==> src/include/hdcpu_params.svh <==
`ifndef HDCPU_PARAMS_SVH
`define HDCPU_PARAMS_SVH

// Console switch SW[2:0]
`define HDCPU_SW_W 3

// Opcode field, IR[7:4]
`define HDCPU_OP_W 4

// Beats W1..W3
`define HDCPU_BEAT_W 3

// ALU function select S
`define HDCPU_ALU_S_W 4

// Register file select SEL
`define HDCPU_SEL_W 4

`endif

==> src/hdl/hdcpu_pkg.sv <==
`include "hdcpu_params.svh"

package hdcpu_pkg;

    typedef enum logic [`HDCPU_SW_W-1:0] {
        MODE_EXEC = 3'b000,
        MODE_WMEM = 3'b001,
        MODE_RMEM = 3'b010,
        MODE_RREG = 3'b011,
        MODE_WREG = 3'b100
    } console_mode_e;

    // 1011 (old IRET), 0000 and 1111 are left unnamed
    typedef enum logic [`HDCPU_OP_W-1:0] {
        OP_ADD = 4'b0001,
        OP_SUB = 4'b0010,
        OP_AND = 4'b0011,
        OP_INC = 4'b0100,
        OP_LD  = 4'b0101,
        OP_ST  = 4'b0110,
        OP_JC  = 4'b0111,
        OP_JZ  = 4'b1000,
        OP_JMP = 4'b1001,
        OP_OUT = 4'b1010,
        OP_OR  = 4'b1100,
        OP_XOR = 4'b1101,
        OP_STP = 4'b1110
    } opcode_e;

    typedef struct packed {
        console_mode_e             mode;
        opcode_e                   op;
        logic [`HDCPU_BEAT_W-1:0]  w;   // w[0] is W1
        logic                      c;
        logic                      z;
        logic                      st0;
    } beat_t;

    typedef struct packed {
        logic set;
        logic clr;
    } st0_cmd_t;

    typedef struct packed {
        logic                       ldc;
        logic                       ldz;
        logic                       cin;
        logic [`HDCPU_ALU_S_W-1:0]  s;
        logic [`HDCPU_SEL_W-1:0]    sel;
        logic                       m;
        logic                       abus;
        logic                       drw;
        logic                       pcinc;
        logic                       lpc;
        logic                       lar;
        logic                       pcadd;
        logic                       arinc;
        logic                       selctl;
        logic                       memw;
        logic                       stop;
        logic                       lir;
        logic                       sbus;
        logic                       mbus;
        logic                       short;
        logic                       long;
    } ctrl_word_t;

endpackage

==> src/hdl/beat_sampler.sv <==
`timescale 1ns/10ps
`include "hdcpu_params.svh"

module beat_sampler (
    input  logic                      t3,
    input  logic                      arst_n,
    input  logic [`HDCPU_SW_W-1:0]    sw,
    input  logic [`HDCPU_OP_W-1:0]    ir_op,
    input  logic [`HDCPU_BEAT_W-1:0]  w,
    input  logic                      c,
    input  logic                      z,
    input  hdcpu_pkg::st0_cmd_t       st0_cmd,
    output hdcpu_pkg::beat_t          beat
);

    logic st0_next;

    // Set has priority over clear
    always_comb begin
        st0_next = st0_cmd.set | (beat.st0 & ~st0_cmd.clr);
    end

    // ST0 lives in the beat register so the next captured beat carries it
    always_ff @(posedge t3 or negedge arst_n) begin
        if (!arst_n) begin
            beat <= '0;   // MODE_EXEC, no beat
        end else begin
            beat.mode <= hdcpu_pkg::console_mode_e'(sw);
            beat.op   <= hdcpu_pkg::opcode_e'(ir_op);
            beat.w    <= w;
            beat.c    <= c;
            beat.z    <= z;
            beat.st0  <= st0_next;
        end
    end

    // Beat generator drives one of W1..W3 at a time
    a_single_beat : assert property (
        @(posedge t3) disable iff (!arst_n) $onehot0(w)
    ) else $error("more than one beat active: w=%b", w);

endmodule

==> src/hdl/console_decoder.sv <==
`timescale 1ns/10ps

module console_decoder (
    input  hdcpu_pkg::beat_t       beat,
    output hdcpu_pkg::ctrl_word_t  con_word,
    output hdcpu_pkg::st0_cmd_t    st0_cmd
);

    logic w1;
    logic w2;
    logic st0;

    assign w1  = beat.w[0];
    assign w2  = beat.w[1];
    assign st0 = beat.st0;

    always_comb begin
        con_word = '0;
        st0_cmd  = '0;
        case (beat.mode)
            hdcpu_pkg::MODE_WMEM: begin
                // First pass loads AR from switches, later passes write and step AR
                con_word.lar    = w1 & ~st0;
                con_word.memw   = w1 & st0;
                con_word.arinc  = w1 & st0;
                con_word.sbus   = w1;
                con_word.stop   = w1;
                con_word.short  = w1;
                con_word.selctl = w1;
                st0_cmd.set     = w1;
            end
            hdcpu_pkg::MODE_RMEM: begin
                con_word.sbus   = w1 & ~st0;
                con_word.lar    = w1 & ~st0;
                con_word.mbus   = w1 & st0;
                con_word.arinc  = w1 & st0;
                con_word.stop   = w1;
                con_word.short  = w1;
                con_word.selctl = w1;
                st0_cmd.set     = w1 & ~st0;
            end
            hdcpu_pkg::MODE_RREG: begin
                con_word.selctl = w1 | w2;
                con_word.stop   = w1 | w2;
                con_word.sel    = {w2, 1'b0, w2, w1 | w2};  // R0/R1 then R2/R3
            end
            hdcpu_pkg::MODE_WREG: begin
                con_word.sbus   = w1 | w2;
                con_word.selctl = w1 | w2;
                con_word.drw    = w1 | w2;
                con_word.stop   = w1 | w2;
                if (w1 | w2) begin
                    con_word.sel = {st0, w2, (~st0 & w1) | (st0 & w2), w1};
                end
                st0_cmd.set     = w2 & ~st0;
                st0_cmd.clr     = w2 & st0;  // Back to the R0/R1 pass
            end
            default: begin
                // Execution mode and inactive codes
                con_word = '0;
                st0_cmd  = '0;
            end
        endcase
    end

endmodule

==> src/hdl/instr_decoder.sv <==
`timescale 1ns/10ps

module instr_decoder (
    input  hdcpu_pkg::beat_t       beat,
    output hdcpu_pkg::ctrl_word_t  exe_word
);

    logic w1;
    logic w2;
    logic w3;

    assign w1 = beat.w[0];
    assign w2 = beat.w[1];
    assign w3 = beat.w[2];

    always_comb begin
        exe_word       = '0;
        exe_word.lir   = w1;  // Fetch on every opcode
        exe_word.pcinc = w1;
        case (beat.op)
            hdcpu_pkg::OP_ADD: begin
                exe_word.s    = 4'b1001;
                exe_word.cin  = w2;
                exe_word.abus = w2;
                exe_word.drw  = w2;
                exe_word.ldz  = w2;
                exe_word.ldc  = w2;
            end
            hdcpu_pkg::OP_SUB: begin
                exe_word.s    = 4'b0110;
                exe_word.abus = w2;
                exe_word.drw  = w2;
                exe_word.ldz  = w2;
                exe_word.ldc  = w2;
            end
            hdcpu_pkg::OP_AND: begin
                exe_word.m    = w2;
                exe_word.s    = 4'b1011;
                exe_word.abus = w2;
                exe_word.drw  = w2;
                exe_word.ldz  = w2;
            end
            hdcpu_pkg::OP_INC: begin
                exe_word.s    = 4'b0000;
                exe_word.abus = w2;
                exe_word.drw  = w2;
                exe_word.ldz  = w2;
                exe_word.ldc  = w2;
            end
            hdcpu_pkg::OP_LD: begin
                exe_word.m    = w2;
                exe_word.s    = 4'b1010;   // Pass B as address
                exe_word.abus = w2;
                exe_word.lar  = w2;
                exe_word.long = w2;
                exe_word.drw  = w3;
                exe_word.mbus = w3;
            end
            hdcpu_pkg::OP_ST: begin
                exe_word.m    = w2 | w3;
                exe_word.s    = w2 ? 4'b1111 : 4'b1010;  // Address on W2, data on W3
                exe_word.abus = w2 | w3;
                exe_word.lar  = w2;
                exe_word.long = w2;
                exe_word.memw = w3;
            end
            hdcpu_pkg::OP_JC: begin
                exe_word.pcadd = w2 & beat.c;
            end
            hdcpu_pkg::OP_JZ: begin
                exe_word.pcadd = w2 & beat.z;
            end
            hdcpu_pkg::OP_JMP: begin
                exe_word.m    = w2;
                exe_word.s    = 4'b1111;
                exe_word.abus = w2;
                exe_word.lpc  = w2;
            end
            hdcpu_pkg::OP_OUT: begin
                exe_word.m    = w2;
                exe_word.s    = 4'b1010;
                exe_word.abus = w2;
            end
            hdcpu_pkg::OP_OR: begin
                exe_word.m    = w2;
                exe_word.s    = 4'b1110;
                exe_word.abus = w2;
                exe_word.drw  = w2;
                exe_word.ldz  = w2;
            end
            hdcpu_pkg::OP_XOR: begin
                exe_word.m    = w2;
                exe_word.s    = 4'b0110;
                exe_word.abus = w2;
                exe_word.drw  = w2;
                exe_word.ldz  = w2;
            end
            hdcpu_pkg::OP_STP: begin
                exe_word.stop = w2;
            end
            default: begin
                exe_word.s = '0;  // Fetch only
            end
        endcase
        // ALU function only driven during W2/W3
        if (!(w2 | w3)) begin
            exe_word.s = '0;
        end
    end

    // Memory cannot be read and written in the same beat
    a_no_mem_rw : assert property (
        @(beat) !(exe_word.memw && exe_word.mbus)
    ) else $error("memw and mbus both high, op=%b", beat.op);

endmodule

==> src/hdl/ctrl_output.sv <==
`timescale 1ns/10ps

module ctrl_output (
    input  logic                   t3,
    input  logic                   arst_n,
    input  hdcpu_pkg::beat_t       beat,
    input  hdcpu_pkg::ctrl_word_t  con_word,
    input  hdcpu_pkg::ctrl_word_t  exe_word,
    output hdcpu_pkg::ctrl_word_t  ctrl
);

    hdcpu_pkg::ctrl_word_t sel_word;

    always_comb begin
        if (beat.mode == hdcpu_pkg::MODE_EXEC) begin
            sel_word = exe_word;
        end else begin
            sel_word = con_word;   // Console modes and inactive codes
        end
    end

    always_ff @(posedge t3 or negedge arst_n) begin
        if (!arst_n) begin
            ctrl <= '0;
        end else begin
            ctrl <= sel_word;
        end
    end

    // Register write and memory write share the data bus
    a_no_memw_drw : assert property (
        @(posedge t3) disable iff (!arst_n) !(ctrl.memw && ctrl.drw)
    ) else $error("memw and drw both high on ctrl");

    a_no_lpc_pcinc : assert property (
        @(posedge t3) disable iff (!arst_n) !(ctrl.lpc && ctrl.pcinc)
    ) else $error("lpc and pcinc both high on ctrl");

endmodule

==> src/hdl/hdcpu_ctrl.sv <==
`timescale 1ns/10ps
`include "hdcpu_params.svh"

module hdcpu_ctrl (
    input  logic                      t3,
    input  logic                      arst_n,
    input  logic [`HDCPU_SW_W-1:0]    sw,
    input  logic [`HDCPU_OP_W-1:0]    ir_op,
    input  logic [`HDCPU_BEAT_W-1:0]  w,
    input  logic                      c,
    input  logic                      z,
    output hdcpu_pkg::ctrl_word_t     ctrl
);

    hdcpu_pkg::beat_t       beat;
    hdcpu_pkg::st0_cmd_t    st0_cmd;
    hdcpu_pkg::ctrl_word_t  con_word;
    hdcpu_pkg::ctrl_word_t  exe_word;

    beat_sampler u_sampler (
        .t3      (t3),
        .arst_n  (arst_n),
        .sw      (sw),
        .ir_op   (ir_op),
        .w       (w),
        .c       (c),
        .z       (z),
        .st0_cmd (st0_cmd),
        .beat    (beat)
    );

    console_decoder u_con_dec (
        .beat     (beat),
        .con_word (con_word),
        .st0_cmd  (st0_cmd)
    );

    instr_decoder u_exe_dec (
        .beat     (beat),
        .exe_word (exe_word)
    );

    ctrl_output u_out (
        .t3       (t3),
        .arst_n   (arst_n),
        .beat     (beat),
        .con_word (con_word),
        .exe_word (exe_word),
        .ctrl     (ctrl)
    );

endmodule

==> config.mk <==
export PLATFORM = sky130hd
export DESIGN_NAME = hdcpu_ctrl
export DESIGN_NICKNAME = d
export VERILOG_FILES = /design/src/hdl/hdcpu_pkg.sv /design/src/hdl/beat_sampler.sv /design/src/hdl/console_decoder.sv /design/src/hdl/instr_decoder.sv /design/src/hdl/ctrl_output.sv /design/src/hdl/hdcpu_ctrl.sv
export VERILOG_INCLUDE_DIRS = /design/src /design/src/include
export SDC_FILE = /design/constraint.sdc
export NUM_CORES = 1
export LEC_CHECK = 0
export BUFFER_PORTS_ARGS = -buffer_cell sky130_fd_sc_hd__buf_4
export CAP_MARGIN = 10
export CORE_UTILIZATION = 30
export CTS_BUF_LIST = sky130_fd_sc_hd__clkbuf_8
export CTS_CLUSTER_SIZE = 25
export DETAILED_ROUTE_END_ITERATION = 7
export GPL_TIMING_DRIVEN = 1
export PLACE_DENSITY = 0.53
export SLEW_MARGIN = 30
export SYNTH_ARGS = -nofsm -noshare
export SYNTH_HDL_FRONTEND = slang
export SYNTH_SLANG_ARGS = --single-unit
==> constraint.sdc <==
create_clock -name t3 -period 2.09 [get_ports t3]
set_input_delay 0.209 -clock t3 [delete_from_list [all_inputs] [get_ports t3]]
set_output_delay 0.209 -clock t3 [all_outputs]
set_load 0.01 [all_outputs]
==> Implementation_results.wiki, run 1 <==
{| class="wikitable"
! Metric !! Value
|-
| Top library cells by usage in the layout, fill and taps aside || buf_4 (40), dfrtp_1 (39), nor2_1 (16)
|-
| Flops & latches, synth || 39
|-
| Setup Total Neg Slack || 0 ns
|-
| GRT Resource Usage Total || 12.5%
|-
| Per-instance average area after synthesis || between 10 and 15 um2
|-
| Startpoint of the worst setup timing path || u_sampler.beat[8]
|-
| Delay of the slowest cell on the worst path || 0.64 ns
|-
| Slew HR || 64.6%
|-
| Crit Reg-Reg Startpoint || u_sampler.beat[8]
|-
| Fmax || 653 MHz
|-
| Clock period minus final worst setup slack || around 1.5 ns
|-
| Number of buffers between clock root and the deepest sink || 2
|-
| Total placed cells including tap cells || 247
|-
| Final setup violation count || 0
|-
| Slew at the pin closest to its max-slew limit || 0.531 ns
|-
| Power density over the cells || around 740 nW/um2
|-
| Logic depth of the worst setup path including buffers || 4
|-
| Count of input and output buffers || 40
|-
| Antenna violations before repair || 0
|-
| Static leakage power || between 0.9 and 1 nW
|-
| RSZ-0062 raised after global routing || false
|-
| Count of pins over their slew limit || 0
|-
| Wire length reported by the detailed router || 3180 um
|-
| Number of flops mapped to enable cells by yosys || 0
|-
| Critical R2R Capture || u_out.ctrl[15]
|-
| Number of max-cap violations || 0
|-
| Number of H-tree branching levels || 2
|-
| Count of boundary I/O pins || 41
|-
| Pwr Total || 1.52 mW
|-
| Count of TritonRoute iterations in the first routing pass || 4
|-
| Outcome || finished, final reports clean
|-
| Max FO, Critical Path || 17
|-
| TritonCTS clock tree || built
|-
| Data arrival at the endpoint of the critical path || 1.75 ns
|-
| Number of hold violations in the final report || 0
|-
| Area of the core || 5140 um2
|-
| Vertical die dimension || around 75 um
|-
| Starting utilization of the core area || 31.5%
|-
| Reg2Reg Setup Slack || approximately 0.56 ns
|-
| Crit Path Category || reg -> reg
|-
| Vias per Instance || between 4 and 5
|-
| Data required, critical path || 2.31 ns
|-
| DIE AREA || between 5000 and 6000 um2
|-
| First-pass GRT wire length || 5160 um
|-
| Critical path cell sequence || nor2_1 -> or3_1 -> o21a_1 -> o21ai_2
|-
| Source-to-sink clock delay at the later pin of the worst-skew pair || 0.29 ns
|-
| Post-route fraction of the period consumed by the critical path || ~73%
|-
| CTS Buf Count || 5
|-
| Row Count || 26
|-
| Layout cells sized above 1 || between 20% and 30%
|-
| Crit-path slowest cell || dfrtp_1
|-
| Post-synthesis instance area || 1620 um2
|-
| Yosys warnings || 0
|-
| Overall via count from detail_route || 1189
|-
| Number of design rule violations left after detail routing || 0
|-
| Post-synthesis to final-layout area growth || 26.5%
|-
| Antenna viol nets, final || 0
|-
| Layout Skew || 0.00496 ns
|-
| Depth of the most critical reg-to-reg path || 4
|-
| Via count of the first global-routing pass || between 1000 and 1500
|-
| Worst-path clk slew || 0.07 ns
|-
| Mapped Cells || 149
|-
| Sort of element at the start of the critical path || flop
|-
| Pin count of the biggest net entering global routing || 40
|-
| Family with the most delay on the worst path || flip-flops
|-
| Final Non-Filler Cells || 256
|-
| Ys flop type || dfrtp_1
|-
| Final net count || about 200
|-
| Syn Nets || roughly 160
|-
| Clock root buffer || clkbuf_8
|-
| Worst hold path class || in -> reg
|-
| Remaining global-route overflow || 0
|-
| Placer congestion estimate || just under 0.8
|-
| Endpoint type of the worst setup path || flop
|-
| Number of buffers and inverters on the critical path || 0
|-
| # fillers || roughly 530
|-
| Count of distinct cell types in the synthesized netlist || 40
|-
| Most common library cell in the layout ignoring fill and taps || buf_4
|-
| Share of the yosys chip area belonging to registers || 60.4%
|-
| Number of DRC markers after the initial detailed-route iteration || between 60 and 70
|-
| Number of sinks on the clock net || 39
|-
| Async SR Flop Fraction || 100%
|-
| Worst IR drop on VDD || 0.000209 V
|-
| Detailed placer's ending HPWL || 2270 um
|-
| Number of diodes || 0
|-
| Number of buffers added for setup after CTS || 0
|-
| Overall die width || 75.4 um
|-
| Drt wl/cell || 12.4 um
|-
| Core Util, Final || approximately two fifths
|-
| Worst Setup EP || u_out.ctrl[15]
|}
metrics by stage:
stage	area [um2]	setup WS [ns]	hold slack, ns
after floorplan	1620	0.879	-0.0866
after global placement	1940	0.592	0.196
after detailed placement	1940	0.571	0.205
after CTS	2050	0.542	0.0127
after global routing	2050	0.426	0.00410
final	2050	0.558	0.0210
Yosys cell counts (all sizes together), types with 3 or more instances:
master | n | share of area, %
a211oi | 3 | 1.4
a21oi | 9 | 2.8
and2b | 3 | 1.4
buf | 11 | 4.0
dfrtp | 39 | 60
inv | 3 | 0.70
nand2 | 8 | 1.9
nand2b | 5 | 1.9
nand3 | 3 | 0.93
nor2 | 16 | 3.7
nor3 | 7 | 2.2
o21ai | 8 | 2.7
o22ai | 3 | 1.2
worst register-to-register path, stage by stage (launching register included):
cell and delay [ns]:
dfrtp_1 0.64, nor2_1 0.16, or3_1 0.41, o21a_1 0.14, o21ai_2 0.11
metal layers:
layer	wire length [um]	vias to the layer above	global-route usage, %
li1	-	591	-
met1	1460	559	15.7
met2	1450	33	18.8
met3	200	6	4.23
met4	70	0	7.61
met5	0	-	0
sequential cells by signal, indices dropped and copies added (netlist names):
| signal | flops |
|---|---|
| u_sampler.beat | 13 |
| u_out.ctrl | 26 |
cells by family after synthesis:
logic type                 Yosys count  share of synthesized area [%]
and+or+nand+nor                     55                           17.6
xor gates and xnor gates             2                           1.08
adders and majority gates            1                          0.619
buffers and inverters               15                           4.95
AOI/OAI and AO/OA                   36                           14.7
muxes                                1                          0.619
DFF                                 39                           60.4
worst min path at each step:
stage / from / endpoint / slack, ns / cells past startpoint
after floorplan: arst_n / u_out.ctrl[0] / -0.09 / 0
after global placement: arst_n / u_out.ctrl[4] / 0.20 / 1
after detailed placement: arst_n / u_out.ctrl[18] / 0.20 / 1
after CTS: c / u_sampler.beat[2] / 0.01 / 1
after global routing: ir_op[1] / u_sampler.beat[7] / 0.004 / 1
final: c / u_sampler.beat[2] / 0.02 / 1
power by group:
group / switching [mW] / leakage, nW / internal [mW]
clock: 0.241 / 0.0557 / 0.296
combinational: 0.0734 / 0.425 / 0.0789
sequential: 0.0465 / 0.505 / 0.787
area by class of cell:
type                            instances  area [um2]  area share (%)
Sequential cell                        39         976            47.7
Multi-Input combinational cell         95         561            27.4
Timing Repair Buffer                   41         310            15.2
Clock buffer                            7        96.3            4.71
Tap cell                               70        87.6            4.28
Inverter                                3        11.3           0.550
Clock inverter                          1        3.75           0.183
timing repair:
action | CTS | global route
resized for setup | 0 | 0
hold buffers | 1 | 0
hold endpoints to repair | 39 | 0
Note: power is estimated with default switching activity, not from simulation.
==> run 2: changes to the inputs <==
Clock period 2.09 ns to 1.47 ns, I/O delays scaled along.
==> Implementation_results.wiki, run 2 (same netlist as run 1, synthesis figures left out) <==
{| class="wikitable"
! Metric !! Value
|-
| Count of boundary I/O pins || 41
|-
| GRT Resource Usage Total || 12.7%
|-
| Post-synthesis to final-layout area growth || 38.2%
|-
| Overall die width || 75.4 um
|-
| DIE AREA || 5690 um2
|-
| Vias per Instance || 4.62
|-
| Data required, critical path || 1.69 ns
|-
| Slew at the pin closest to its max-slew limit || 0.474 ns
|-
| Row Count || 26
|-
| Number of flip-flops in the largest register || 26
|-
| Pin count of the biggest net entering global routing || 40
|-
| Count of input and output buffers || 40
|-
| Number of H-tree branching levels || 2
|-
| Endpoint type of the worst setup path || flop
|-
| Detailed placer's ending HPWL || 2310 um
|-
| Worst IR drop on VDD || 0.000450 V
|-
| Number of buffers between clock root and the deepest sink || 2
|-
| Fmax || 737 MHz
|-
| Register with the most flip-flops || u_out.ctrl
|-
| Via count of the first global-routing pass || approximately 1200
|-
| Number of diodes || 0
|-
| Clock period minus final worst setup slack || 1.36 ns
|-
| Number of sinks on the clock net || 39
|-
| TritonCTS clock tree || built
|-
| Placer congestion estimate || 0.818
|-
| Number of max-cap violations || 0
|-
| Data arrival at the endpoint of the critical path || 1.57 ns
|-
| First-pass GRT wire length || 5310 um
|-
| Antenna viol nets, final || 0
|-
| Sort of element at the start of the critical path || flop
|-
| Count of pins over their slew limit || 0
|-
| Starting utilization of the core area || 31.5%
|-
| CTS Buf Count || 5
|-
| Wire length reported by the detailed router || 3270 um
|-
| Startpoint of the worst setup timing path || u_sampler.beat[6]
|-
| Top Registers || u_out.ctrl x26, u_sampler.beat x13
|-
| Most common library cell in the layout ignoring fill and taps || buf_4
|-
| Antenna violations before repair || 0
|-
| Setup Total Neg Slack || 0 ns
|-
| Vertical die dimension || ~75 um
|-
| Clock root buffer || clkbuf_8
|-
| Overall via count from detail_route || 1283
|-
| Post-route fraction of the period consumed by the critical path || between 90% and 100%
|-
| Worst hold path class || in -> async
|-
| Number of hold violations in the final report || 0
|-
| Final net count || 221
|-
| RSZ-0062 raised after global routing || false
|-
| Source-to-sink clock delay at the later pin of the worst-skew pair || roughly 0.29 ns
|-
| Count of TritonRoute iterations in the first routing pass || 5
|-
| Remaining global-route overflow || 0
|-
| Top library cells by usage in the layout, fill and taps aside || buf_4 (50), dfrtp_1 (35), nor2_1 (16)
|-
| Slew HR || 68.4%
|-
| Power density over the cells || roughly 950 nW/um2
|-
| Layout Skew || 0.00308 ns
|-
| Layout cells sized above 1 || between 30% and 40%
|-
| Drt wl/cell || between 10 and 15 um
|-
| Number of design rule violations left after detail routing || 0
|-
| Crit Reg-Reg Startpoint || u_sampler.beat[6]
|-
| Worst-path clk slew || about 0.070 ns
|-
| Max FO, Critical Path || 12
|-
| Area of the core || just over 5000 um2
|-
| Static leakage power || 1.07 nW
|-
| Crit Path Category || reg -> reg
|-
| Core Util, Final || 43.5%
|-
| Final setup violation count || 0
|-
| Outcome || finished, final reports clean
|-
| Number of DRC markers after the initial detailed-route iteration || 62
|}
run 2: cell type report:
type	count	area, um2
Timing Repair Buffer	63	505
Multi-Input combinational cell	95	566
Clock inverter	3	15.0
Inverter	3	11.3
Fill cell	518	2910
Tap cell	70	87.6
Sequential cell	39	981
Clock buffer	5	68.8
run 2: worst max-delay path, cell delays in order, from the launching register on:
cell and delay (ns):
dfrtp_2 0.47, and2b_1 0.29, nand2_1 0.10, or3_1 0.31
a21oi_1 0.12
run 2: final timing paths:
kind / to / slack (ns) / depth (start not counted)
worst min register to register: u_out.ctrl[9] / 0.56 / 2
worst min-delay path: u_out.ctrl[18] / 0.34 / 2
worst max register to register: u_out.ctrl[20] / 0.11 / 4
worst max-delay path: u_out.ctrl[20] / 0.11 / 4
max in group asynchronous: u_sampler.beat[10] / 0.75 / 2
min in group t3: u_sampler.beat[12] / 0.50 / 2
run 2: where the power goes:
| part | internal [mW] | switching, mW | leakage, nW |
|---|---|---|---|
| logic | 0.151 | 0.134 | 0.525 |
| clock network | 0.324 | 0.358 | 0.0477 |
| registers | 1.12 | 0.0462 | 0.501 |
run 2: what timing repair did:
action,CTS,global route
hold endpoints to repair,51,0
endpoints found under the setup margin,0,2
resized for setup,0,5
hold buffers,13,0
setup buffers,0,0
run 2: metal layers:
layer / up-vias / share of wire (%) / GRT usage (%)
met1: 585 / 45 / 16.4
met2: 54 / 46 / 19.1
met5: - / 0 / 0
met3: 9 / 6.6 / 3.97
met4: 0 / 2.3 / 6.38
li1: 635 / - / -
run 2: through the flow:
| step | total power, mW | worst slack (ns) | hold WS [ns] | std cells | cell area [um2] |
|---|---|---|---|---|---|
| after global routing | 2.25 | 0.00680 | 0.421 | 278 | 2230 |
| after CTS | 2.16 | 0.0727 | 0.375 | 278 | 2220 |
| after floorplan | 1.32 | 0.259 | -0.149 | 149 | 1620 |
| after global placement | 1.44 | 0.104 | 0.132 | 257 | 2010 |
| final | 2.13 | 0.114 | 0.345 | 278 | 2230 |
| after detailed placement | 1.45 | 0.0998 | 0.147 | 257 | 2010 |
